$ cat config.mk
export PLATFORM = sky130hd
export DESIGN_NAME = ahbSwitchTop
export DESIGN_NICKNAME = d
export VERILOG_FILES = /design/src/ahbSwitchPkg.sv /design/src/ahbMasterPort.sv /design/src/ahbSlavePort.sv /design/src/ahbSwitchTop.sv
export VERILOG_INCLUDE_DIRS = /design/src
export SDC_FILE = /design/constraint.sdc
export NUM_CORES = 1
export LEC_CHECK = 0
export BUFFER_PORTS_ARGS = -buffer_cell sky130_fd_sc_hd__buf_2
export CORE_AREA = 2 2 164 166
export CTS_BUF_LIST = sky130_fd_sc_hd__clkbuf_16
export DETAILED_ROUTE_END_ITERATION = 7
export DIE_AREA = 0 0 166 168
export HOLD_SLACK_MARGIN = 0.03
export SKIP_CTS_REPAIR_TIMING = 1
export SYNTH_ARGS = -nofsm -noshare
export SYNTH_HDL_FRONTEND = slang
export SYNTH_SLANG_ARGS = --single-unit
$ cat constraint.sdc
create_clock -name HCLK -period 6.45 [get_ports HCLK]
set_input_delay 0.9675 -clock HCLK [delete_from_list [all_inputs] [get_ports HCLK]]
set_output_delay 0.9675 -clock HCLK [all_outputs]
set_load 0.05 [all_outputs]
$ cat src/ahbSwitch_config.svh
`ifndef AHB_SWITCH_CONFIG_SVH
`define AHB_SWITCH_CONFIG_SVH

////////////////////////////////////////
// Bus widths
////////////////////////////////////////
`define AHB_ADDR_W 32
`define AHB_DATA_W 32

// Switch dimensions
`define AHB_MASTERS 2
`define AHB_SLAVES  2

////////////////////////////////////////
// Address map
////////////////////////////////////////
// Only the top nibble takes part in the decode
`define SLV0_BASE 32'h0000_0000
`define SLV0_MASK 32'hF000_0000
`define SLV1_BASE 32'h1000_0000
`define SLV1_MASK 32'hF000_0000

`endif

$ cat src/ahbSwitchPkg.sv
`default_nettype none

`include "ahbSwitch_config.svh"

package ahbSwitchPkg;

  // HTRANS encoding as seen on every AHB-Lite port
  typedef enum logic [1:0] {
    htransIdle   = 2'b00,
    htransBusy   = 2'b01,
    htransNonseq = 2'b10,
    htransSeq    = 2'b11
  } htransT;

  // HRESP, single bit in AHB3-Lite
  typedef enum logic {
    hrespOkay  = 1'b0,
    hrespError = 1'b1
  } hrespT;

  // Port indices
  typedef logic [$clog2(`AHB_MASTERS)-1:0] mstIdxT;
  typedef logic [$clog2(`AHB_SLAVES)-1:0]  slvIdxT;

endpackage

`default_nettype wire

$ cat src/ahbMasterPort.sv
`timescale 1ns/1ps
`default_nettype none

`include "ahbSwitch_config.svh"

module ahbMasterPort
  import ahbSwitchPkg::*;
(
  input  wire                     HCLK,
  input  wire                     rstN,

  // AHB-Lite master side
  input  wire  [`AHB_ADDR_W-1:0]  mstHaddr,
  input  wire                     mstHwrite,
  input  wire  [2:0]              mstHsize,
  input  var   htransT            mstHtrans,
  input  wire  [`AHB_DATA_W-1:0]  mstHwdata,
  output logic [`AHB_DATA_W-1:0]  mstHrdata,
  output logic                    mstHreadyout,
  output hrespT                   mstHresp,

  // Request towards the slave ports
  output logic [`AHB_SLAVES-1:0]  slvReq,
  output logic [`AHB_ADDR_W-1:0]  reqHaddr,
  output logic                    reqHwrite,
  output logic [2:0]              reqHsize,
  output htransT                  reqHtrans,
  output logic [`AHB_DATA_W-1:0]  reqHwdata,

  // Returns from the slave ports
  input  wire                     accept,
  input  wire  [`AHB_DATA_W-1:0]  fwdHrdata    [`AHB_SLAVES],
  input  wire                     fwdHreadyout [`AHB_SLAVES],
  input  var   hrespT             fwdHresp     [`AHB_SLAVES]
);

  // Region table, one entry per slave
  localparam logic [`AHB_ADDR_W-1:0] slvBase [`AHB_SLAVES] = '{`SLV0_BASE, `SLV1_BASE};
  localparam logic [`AHB_ADDR_W-1:0] slvMask [`AHB_SLAVES] = '{`SLV0_MASK, `SLV1_MASK};

  // Address phase waiting for a slave port
  logic                   holdValid;
  logic                   holdLoad;
  logic [`AHB_ADDR_W-1:0] holdHaddr;
  logic                   holdHwrite;
  logic [2:0]             holdHsize;
  htransT                 holdHtrans;

  // Data phase owner and error sequencer
  logic                   dpValid;
  slvIdxT                 dpSlv;
  logic                   errFirst;
  logic                   errSecond;

  // Decode of the presented address phase
  logic                   liveValid;
  logic                   reqValid;
  logic                   decHit;
  slvIdxT                 decSlv;

  ////////////////////////////////////////
  // Address phase
  ////////////////////////////////////////

  // Live phase only counts when the master sees HREADY high
  assign liveValid = mstHreadyout &&
                     (mstHtrans == htransNonseq || mstHtrans == htransSeq);
  assign reqValid  = holdValid || liveValid;

  // Held values win while a request is pending
  always_comb
  begin
    if (holdValid)
    begin
      reqHaddr  = holdHaddr;
      reqHwrite = holdHwrite;
      reqHsize  = holdHsize;
      reqHtrans = holdHtrans;
    end
    else
    begin
      reqHaddr  = mstHaddr;
      reqHwrite = mstHwrite;
      reqHsize  = mstHsize;
      reqHtrans = mstHtrans;
    end
  end

  // Base/mask match, last region hit takes it
  always_comb
  begin
    decHit = 1'b0;
    decSlv = '0;
    for (int s = 0; s < `AHB_SLAVES; s++)
    begin
      if ((reqHaddr & slvMask[s]) == (slvBase[s] & slvMask[s]))
      begin
        decHit = 1'b1;
        decSlv = slvIdxT'(s);
      end
    end
  end

  // One request line per slave
  always_comb
  begin
    slvReq = '0;
    if (reqValid && decHit)
      slvReq[decSlv] = 1'b1;
  end

  // Master owns HWDATA during its data phase, slave port picks it up
  assign reqHwdata = mstHwdata;

  // Capture when the slave port could not take the live phase
  assign holdLoad = liveValid && decHit && !accept;

  always_ff @(posedge HCLK)
  begin
    if (holdLoad)
    begin
      holdHaddr  <= mstHaddr;
      holdHwrite <= mstHwrite;
      holdHsize  <= mstHsize;
      holdHtrans <= mstHtrans;
    end
  end

  ////////////////////////////////////////
  // Data phase
  ////////////////////////////////////////
  always_ff @(posedge HCLK)
  begin
    if (!rstN)
    begin
      holdValid <= 1'b0;
      dpValid   <= 1'b0;
      dpSlv     <= '0;
      errFirst  <= 1'b0;
      errSecond <= 1'b0;
    end
    else
    begin
      // Pending request leaves on accept
      holdValid <= holdValid ? !accept : holdLoad;

      // Accepted phase moves into the data phase, HREADY high closes it
      if (accept)
      begin
        dpValid <= 1'b1;
        dpSlv   <= decSlv;
      end
      else if (mstHreadyout)
        dpValid <= 1'b0;

      // Unmapped address gets the two-cycle ERROR
      errFirst  <= liveValid && !decHit;
      errSecond <= errFirst;
    end
  end

  // Return path, muxed by the data-phase slave
  always_comb
  begin
    mstHrdata = fwdHrdata[dpSlv];
    if (errFirst)
    begin
      mstHreadyout = 1'b0;
      mstHresp     = hrespError;
    end
    else if (errSecond)
    begin
      mstHreadyout = 1'b1;
      mstHresp     = hrespError;
    end
    else if (holdValid)
    begin
      // Stall the master until a slave port takes it
      mstHreadyout = 1'b0;
      mstHresp     = hrespOkay;
    end
    else if (dpValid)
    begin
      mstHreadyout = fwdHreadyout[dpSlv];
      mstHresp     = fwdHresp[dpSlv];
    end
    else
    begin
      mstHreadyout = 1'b1;
      mstHresp     = hrespOkay;
    end
  end

endmodule

`default_nettype wire

$ cat src/ahbSlavePort.sv
`timescale 1ns/1ps
`default_nettype none

`include "ahbSwitch_config.svh"

module ahbSlavePort
  import ahbSwitchPkg::*;
(
  input  wire                     HCLK,
  input  wire                     rstN,

  // Requests from the master ports
  input  wire  [`AHB_MASTERS-1:0] slvReq,
  input  wire  [`AHB_ADDR_W-1:0]  reqHaddr  [`AHB_MASTERS],
  input  wire                     reqHwrite [`AHB_MASTERS],
  input  wire  [2:0]              reqHsize  [`AHB_MASTERS],
  input  var   htransT            reqHtrans [`AHB_MASTERS],
  input  wire  [`AHB_DATA_W-1:0]  mstHwdata [`AHB_MASTERS],

  // Towards the master ports
  output logic [`AHB_MASTERS-1:0] accept,
  output logic [`AHB_DATA_W-1:0]  fwdHrdata,
  output logic                    fwdHreadyout,
  output hrespT                   fwdHresp,

  // AHB-Lite slave side
  output logic                    slvHsel,
  output logic [`AHB_ADDR_W-1:0]  slvHaddr,
  output logic                    slvHwrite,
  output logic [2:0]              slvHsize,
  output htransT                  slvHtrans,
  output logic [`AHB_DATA_W-1:0]  slvHwdata,
  input  wire  [`AHB_DATA_W-1:0]  slvHrdata,
  input  wire                     slvHreadyout,
  input  var   hrespT             slvHresp
);

  // Arbitration result
  logic   grantValid;
  mstIdxT grantIdx;

  // Master that holds the data phase
  logic   ownerValid;
  mstIdxT ownerIdx;

  ////////////////////////////////////////
  // Arbiter
  ////////////////////////////////////////

  // Fixed order, scanned downwards so master 0 ends up on top
  always_comb
  begin
    grantValid = 1'b0;
    grantIdx   = '0;
    for (int m = `AHB_MASTERS - 1; m >= 0; m--)
    begin
      if (slvReq[m])
      begin
        grantValid = 1'b1;
        grantIdx   = mstIdxT'(m);
      end
    end
  end

  // Taken only when the slave is ready, losers stay held in their port
  always_comb
  begin
    accept = '0;
    if (grantValid && slvHreadyout)
      accept[grantIdx] = 1'b1;
  end

  ////////////////////////////////////////
  // Address phase mux
  ////////////////////////////////////////
  always_comb
  begin
    if (grantValid)
    begin
      slvHsel   = 1'b1;
      slvHaddr  = reqHaddr[grantIdx];
      slvHwrite = reqHwrite[grantIdx];
      slvHsize  = reqHsize[grantIdx];
      slvHtrans = reqHtrans[grantIdx];
    end
    else
    begin
      // Nobody asking, park the bus idle
      slvHsel   = 1'b0;
      slvHaddr  = '0;
      slvHwrite = 1'b0;
      slvHsize  = '0;
      slvHtrans = htransIdle;
    end
  end

  ////////////////////////////////////////
  // Data phase
  ////////////////////////////////////////

  // Owner advances together with the slave pipeline
  always_ff @(posedge HCLK)
  begin
    if (!rstN)
    begin
      ownerValid <= 1'b0;
      ownerIdx   <= '0;
    end
    else if (slvHreadyout)
    begin
      ownerValid <= grantValid;
      ownerIdx   <= grantIdx;
    end
  end

  // Write data follows the owner, zero when no data phase runs
  assign slvHwdata = ownerValid ? mstHwdata[ownerIdx] : '0;

  // Slave returns go to every master port, each one picks its own
  assign fwdHrdata    = slvHrdata;
  assign fwdHreadyout = slvHreadyout;
  assign fwdHresp     = slvHresp;

endmodule

`default_nettype wire

$ cat src/ahbSwitchTop.sv
`timescale 1ns/1ps
`default_nettype none

`include "ahbSwitch_config.svh"

module ahbSwitchTop
  import ahbSwitchPkg::*;
(
  input  wire                     HCLK,
  input  wire                     rstN,

  // Master side, one entry per AHB master
  input  wire  [`AHB_ADDR_W-1:0]  mstHaddr     [`AHB_MASTERS],
  input  wire                     mstHwrite    [`AHB_MASTERS],
  input  wire  [2:0]              mstHsize     [`AHB_MASTERS],
  input  var   htransT            mstHtrans    [`AHB_MASTERS],
  input  wire  [`AHB_DATA_W-1:0]  mstHwdata    [`AHB_MASTERS],
  output logic [`AHB_DATA_W-1:0]  mstHrdata    [`AHB_MASTERS],
  output logic                    mstHreadyout [`AHB_MASTERS],
  output hrespT                   mstHresp     [`AHB_MASTERS],

  // Slave side, one entry per AHB slave
  output logic                    slvHsel      [`AHB_SLAVES],
  output logic [`AHB_ADDR_W-1:0]  slvHaddr     [`AHB_SLAVES],
  output logic                    slvHwrite    [`AHB_SLAVES],
  output logic [2:0]              slvHsize     [`AHB_SLAVES],
  output htransT                  slvHtrans    [`AHB_SLAVES],
  output logic [`AHB_DATA_W-1:0]  slvHwdata    [`AHB_SLAVES],
  input  wire  [`AHB_DATA_W-1:0]  slvHrdata    [`AHB_SLAVES],
  input  wire                     slvHreadyout [`AHB_SLAVES],
  input  var   hrespT             slvHresp     [`AHB_SLAVES]
);

  // Master port outputs
  logic [`AHB_SLAVES-1:0]  mstReq      [`AHB_MASTERS];
  logic [`AHB_ADDR_W-1:0]  reqHaddr    [`AHB_MASTERS];
  logic                    reqHwrite   [`AHB_MASTERS];
  logic [2:0]              reqHsize    [`AHB_MASTERS];
  htransT                  reqHtrans   [`AHB_MASTERS];
  logic [`AHB_DATA_W-1:0]  reqHwdata   [`AHB_MASTERS];
  logic [`AHB_SLAVES-1:0]  acceptBySlv [`AHB_MASTERS];
  logic                    mstAccept   [`AHB_MASTERS];

  // Slave port outputs
  logic [`AHB_MASTERS-1:0] slvReq       [`AHB_SLAVES];
  logic [`AHB_MASTERS-1:0] slvAccept    [`AHB_SLAVES];
  logic [`AHB_DATA_W-1:0]  fwdHrdata    [`AHB_SLAVES];
  logic                    fwdHreadyout [`AHB_SLAVES];
  hrespT                   fwdHresp     [`AHB_SLAVES];

  ////////////////////////////////////////
  // Master ports
  ////////////////////////////////////////
  for (genvar m = 0; m < `AHB_MASTERS; m++)
  begin : genMasterPort
    ahbMasterPort masterPort (
      .HCLK         (HCLK),
      .rstN         (rstN),
      .mstHaddr     (mstHaddr[m]),
      .mstHwrite    (mstHwrite[m]),
      .mstHsize     (mstHsize[m]),
      .mstHtrans    (mstHtrans[m]),
      .mstHwdata    (mstHwdata[m]),
      .mstHrdata    (mstHrdata[m]),
      .mstHreadyout (mstHreadyout[m]),
      .mstHresp     (mstHresp[m]),
      .slvReq       (mstReq[m]),
      .reqHaddr     (reqHaddr[m]),
      .reqHwrite    (reqHwrite[m]),
      .reqHsize     (reqHsize[m]),
      .reqHtrans    (reqHtrans[m]),
      .reqHwdata    (reqHwdata[m]),
      .accept       (mstAccept[m]),
      .fwdHrdata    (fwdHrdata),
      .fwdHreadyout (fwdHreadyout),
      .fwdHresp     (fwdHresp)
    );

    // A master requests one slave at a time, so at most one accept is set
    assign mstAccept[m] = |acceptBySlv[m];
  end

  ////////////////////////////////////////
  // Request and accept transpose
  ////////////////////////////////////////
  for (genvar s = 0; s < `AHB_SLAVES; s++)
  begin : genCross
    for (genvar m = 0; m < `AHB_MASTERS; m++)
    begin : genBit
      assign slvReq[s][m]      = mstReq[m][s];
      assign acceptBySlv[m][s] = slvAccept[s][m];
    end
  end

  ////////////////////////////////////////
  // Slave ports
  ////////////////////////////////////////
  for (genvar s = 0; s < `AHB_SLAVES; s++)
  begin : genSlavePort
    ahbSlavePort slavePort (
      .HCLK         (HCLK),
      .rstN         (rstN),
      .slvReq       (slvReq[s]),
      .reqHaddr     (reqHaddr),
      .reqHwrite    (reqHwrite),
      .reqHsize     (reqHsize),
      .reqHtrans    (reqHtrans),
      .mstHwdata    (reqHwdata),
      .accept       (slvAccept[s]),
      .fwdHrdata    (fwdHrdata[s]),
      .fwdHreadyout (fwdHreadyout[s]),
      .fwdHresp     (fwdHresp[s]),
      .slvHsel      (slvHsel[s]),
      .slvHaddr     (slvHaddr[s]),
      .slvHwrite    (slvHwrite[s]),
      .slvHsize     (slvHsize[s]),
      .slvHtrans    (slvHtrans[s]),
      .slvHwdata    (slvHwdata[s]),
      .slvHrdata    (slvHrdata[s]),
      .slvHreadyout (slvHreadyout[s]),
      .slvHresp     (slvHresp[s])
    );
  end

endmodule

`default_nettype wire

# After elaboration in Yosys (flattened, before gate mapping)
# Index checks and enable logic that the tools add are counted.
# op_classes
n_lt_le_gt_ge	14
eq_ne	6
mux	114
n_bitwise	6
n_reduce_logical	30
# ops
op	count
$mux W32	24
$logic_not A32 Y1	2
$mux W1	62
$mux W3	10
$mux W2	14
$logic_and A1 B1 Y1	16
$ge A2 B2 Y1 const B	6
$not A1 Y2	6
$eq A2 B2 Y1 const B	4
$eq A4 B1 Y1 const B	2
$lt A1 B2 Y1 const B	4
$demux W1 S1	4
$ge A1 B1 Y1 const B	4
$logic_not A1 Y1	4
$logic_or A1 B1 Y1	4
$reduce_bool A2 Y1	2
$reduce_or A2 Y1	2
# word_totals
register_bits	90
input_bits	210
out_inout_bits	210
elab_cells	192

# Longest topological paths before layout
# logic_depth
word_depth	23
ltp_mapped	9
ltp_nobuf	5

# By module
# From an unflattened synthesis, not the netlist that was laid out.
# unflattened
cells_unflattened	700
hier_area_um2	7800.0
# by_module_without_submodules
module	n_inst	cells_per_inst	area_each_um2
ahbMasterPort	2	185	2567.5
ahbSlavePort	2	164	1326.3
ahbSwitchTop	1	2	12.5

# Worst setup path after synthesis
# No wires, ideal clock.
# synth_timing
path_type	input -> register
start	in slvHreadyout[0] (netlist bit)
end	reg genMasterPort[1].masterPort.holdHaddr[0], enable pin
setup_ns	0.488
arrival_time_ns	4.962
path_slack_ns	1.000
path_stages	6
n_path_buf	1
cell_sequence	buf_2 mux2i_1 and3_4 or3_1 o311ai_1 nor3b_1
# synth_via
elab_chain_cells	21
# synth_lines
item	line	text
from (decl)	ahbSwitchTop.sv:30	input wire slvHreadyout [`AHB_SLAVES],
$mux W1 (not written as such) (3 in series)	ahbMasterPort.sv:184	mstHreadyout = fwdHreadyout[dpSlv];
$mux W1	ahbMasterPort.sv:182	else if (dpValid)
$mux W1	ahbMasterPort.sv:176	else if (holdValid)
$mux W1	ahbMasterPort.sv:171	else if (errSecond)
$mux W1	ahbMasterPort.sv:166	if (errFirst)
$logic_and A1 B1 Y1	ahbMasterPort.sv:66	assign liveValid = mstHreadyout &&
$logic_or A1 B1 Y1	ahbMasterPort.sv:68	assign reqValid = holdValid || liveValid;
$logic_and A1 B1 Y1	ahbMasterPort.sv:108	if (reqValid && decHit)
(+4 left out)	--	
$logic_and A1 B1 Y1 (not written as such)	ahbSlavePort.sv:70	accept[grantIdx] = 1'b1;
$mux W1 (not written as such)	ahbSlavePort.sv:70	
$demux W1 S1	--	
$mux W2	ahbSlavePort.sv:69	if (grantValid && slvHreadyout)
$reduce_or A2 Y1	ahbSwitchTop.sv:80	assign mstAccept[m] = |acceptBySlv[m];
$logic_not A1 Y1	ahbMasterPort.sv:116	assign holdLoad = liveValid && decHit && !accept;
$logic_and A1 B1 Y1 (*)	ahbMasterPort.sv:116	
via genMasterPort[1].masterPort.holdLoad	ahbMasterPort.sv:43	logic holdLoad;
to (signal assigned)	ahbMasterPort.sv:122	holdHaddr <= mstHaddr;
to (decl)	ahbMasterPort.sv:44	logic [`AHB_ADDR_W-1:0] holdHaddr;
# Mark *: on every way through the listed nets, which the timed path passes. The rest lies on a longest branch. The select of a mux whose other input is x is not followed.
# A chain may end at the register's enable or synchronous reset.

==> results.cfg <==
[grt]
grt_pass1_vias = 6061
top_usage_layer = met2
grt_use_total_pct = 16.4
grt-ovfl-total = 0
antenna_found_initial = 3
met1_usage_pct = 21.2
grt_pass1_wl_um = 35700
grt_max_degree = 43
grtUsageMet3_pct = 4.30
gr-usage-met2_pct = 27.0

[worst_setup_path]
r2r-end = genMasterPort[1].masterPort.holdHaddr[25]
crit_start = mstHaddr[29]
required_ns = 5.48
crit_end = slvHaddr[8]
r2r_slack_ns = 3.17
critical_path_arrival_ns = 3.72
rr_worst_depth = 7
path_class = in2out
path_max_fanout = 34
crit_path_end_kind = output port
worstReg2RegStart = genMasterPort[0].masterPort.holdValid
crit_path_start_kind = input pin

[floorplanning]
placeableCoreArea_sq_um = 26400
die_area_sq_um = 27900
die-width_um = 166
initial_core_util_pct = 24.6
die_y_um = 168
rows = 60
ios = 420

[timing]
slew_violations = 0
tightest_slew_ns = 1.04
setup-tns-final_ns = 0
timing.fmax_mhz = 213
fin_ws_ns = 1.77
fin_skew_ns = 0.00982
max_slew_margin_pct = 30.6
setup_viol = 0
grt_setup_unrepaired = no
finalHoldViolations = 0
fin_crit_ns = 4.68
min_period_over_period_pct = 72.6

[placed_design]
place.gp.congestion = 0.807
dp_hpwl_um = 18900
post-place-ws_ns = 1.81
portBuffers = 412

[power]
power_per_cell_area_nw_per_um2 = 180
peakVddDrop_uv = 117
cellLeakagePower_nw = 3.75

[logic_synthesis]
ys_ff_latch = 90
muxShareOfSynthArea_pct = 32.8
synth_area_leaders = edfxtp_1 (35%), mux2i_1 (21%), mux2_2 (12%)
yosys.area.top_type = edfxtp_1
synth_xor_area_share_pct = 0
syn-instance-count = 571
synthArstFlopShare_pct = 0
netlist.area_leader.share_pct = 35.2
ys.flop_type = edfxtp_1
yosysSeqAreaShare_pct = 39.6
synth_compound_area_share_pct = 10.6
synthSimpleGateAreaFrac_pct = 11.0
yosysMostFrequentCell = mux2i_1
synthDistinctLibCells = 44
yosys_warnings = 0
synth_commonest_cells = mux2i_1 (137), edfxtp_1 (76), mux2_2 (67)
synth-edff-count = 76
synth.cell_area_sq_um = 6470
avgSynthCellArea_sq_um = 11.3
synth_fa_ha_area_share_pct = 0
synth_top_family_by_area = multiplexers

[clock_network]
clk_path_buf_depth = 2
clock_latency_ns = 0.35
numClockSinks = 90
tritoncts = done
cts.clk_slew.worst_paths_ns = 0.06
cts_max_level = 3
numCtsBuffers = 9
root_buffer = clkbuf_16

[final_layout]
nets = 1155
num-fill-cells = 2756
synthToLayoutAreaGrowth_pct = 38.7
drive_gt1_share_pct = 56.3

[routing]
via_per_inst = 4.76
wl_per_cell_um = 18.5
postRouteWirelength_um = 24000
firstDrtPassIters = 4
drt_iter0_markers = 222
detail-route-antenna-nets = 0
drc = 0
num_vias = 6152

[min_path]
hold_path.class = reg2reg

[flow_run]
maxCapViolCount = 0

[outcome]
status = completed
[flip-flops by register name (all words and copies together), names as in the netlist]
register	cells
genMasterPort.masterPort.dpSlv	2
genMasterPort.masterPort.dpValid	2
genMasterPort.masterPort.errFirst	2
genMasterPort.masterPort.errSecond	2
genMasterPort.masterPort.holdHaddr	64
genMasterPort.masterPort.holdHsize	6
genMasterPort.masterPort.holdHtrans	4
genMasterPort.masterPort.holdHwrite	2
genMasterPort.masterPort.holdValid	2
genSlavePort.slavePort.ownerIdx	2
genSlavePort.slavePort.ownerValid	2
[cells by family (layout without fill, tap and decap cells)]
kind of cell	count (synthesis)	count (layout)
AND/OR/NAND/NOR	119	119
AO/OA/AOI/OAI	90	90
buffers and inverters	67	440
multiplexers	204	204
flip-flops	90	90
other	1	9
[routing by layer]
layer	wire [um]	part of all wire, %	vias up
li1	-	-	2902
met4	425	1.8	0
met2	11300	47	282
met1	10400	43	2949
met3	1830	7.6	19
met5	0	0	-
[placed cells by master, fill, tap and decap left out, drive strengths merged, types with 2 or more instances in the layout]
| cell | count |
|---|---|
| mux2 | 67 |
| diode | 2 |
| o22ai | 68 |
| nand4 | 2 |
| mux2i | 137 |
| nor3b | 2 |
| nor4 | 2 |
| clkinvlp | 2 |
| nor2b | 65 |
| clkbuf | 9 |
| clkinv | 3 |
| a21oi | 4 |
| nand3 | 2 |
| nor4b | 2 |
| or4 | 2 |
| a21boi | 3 |
| inv | 4 |
| buf | 422 |
| nand2 | 15 |
| dfxtp | 14 |
| a31oi | 3 |
| edfxtp | 76 |
| nor3 | 4 |
| and2 | 2 |
| nand2b | 5 |
| nor2 | 11 |
| conb | 7 |
| o21ai | 5 |
| and3 | 3 |
[area by class of cell]
cell class | instances | area, sq um | share of cell area [%]
timing repair buffer | 422 | 2140 | 23.8
clock buffer | 9 | 225 | 2.51
sequential | 90 | 2570 | 28.6
multi-input combinational | 420 | 3570 | 39.7
tap | 341 | 427 | 4.75
inverter | 2 | 7.51 | 0.0836
antenna | 2 | 5.00 | 0.0557
clock inverter | 7 | 45.0 | 0.502
[metrics by stage]
step / utilization (%) / hold slack, ns / instance area, sq um / total power, W / std cells
floorplan: - / 0.468 / 6500 / 0.000988 / 577
global placement: 33.0 / 0.492 / 8700 / 0.00114 / 1275
detailed placement: 33.0 / 0.496 / 8700 / 0.00114 / 1275
CTS: 34.1 / 0.508 / 8970 / 0.00164 / 1291
global route: 34.1 / 0.518 / 8980 / 0.00169 / 1293
finish: 34.1 / 0.504 / 8980 / 0.00162 / 1293
[worst min-delay path by stage]
stage | start | end | slack [ns] | cells after the start
6_report | genMasterPort[0].masterPort.errFirst | genMasterPort[0].masterPort.errSecond | 0.50 | 1
5_1_grt | genMasterPort[0].masterPort.errFirst | genMasterPort[0].masterPort.errSecond | 0.52 | 1
4_1_cts | genMasterPort[0].masterPort.errFirst | genMasterPort[0].masterPort.errSecond | 0.51 | 1
3_5_place_dp | genMasterPort[0].masterPort.errFirst | genMasterPort[0].masterPort.errSecond | 0.50 | 1
3_3_place_gp | genMasterPort[1].masterPort.dpValid | genMasterPort[1].masterPort.dpValid | 0.49 | 2
2_1_floorplan | genMasterPort[0].masterPort.errFirst | genMasterPort[0].masterPort.errSecond | 0.47 | 1
[report_power, final]
| part | internal, W | switching, W |
|---|---|---|
| Clock | 0.000260 | 0.000233 |
| Sequential | 0.000643 | 0.00000897 |
| Combinational | 0.000147 | 0.000327 |
[critical path, stage by stage]
cell,delay (ns)
buf_2,0.10
nor4_1,0.52
nor2_1,0.25
nor3_4,0.32
nand3_2,0.78
o22ai_1,0.43
buf_2,0.33
Note: power is estimated with default switching activity, not from simulation.
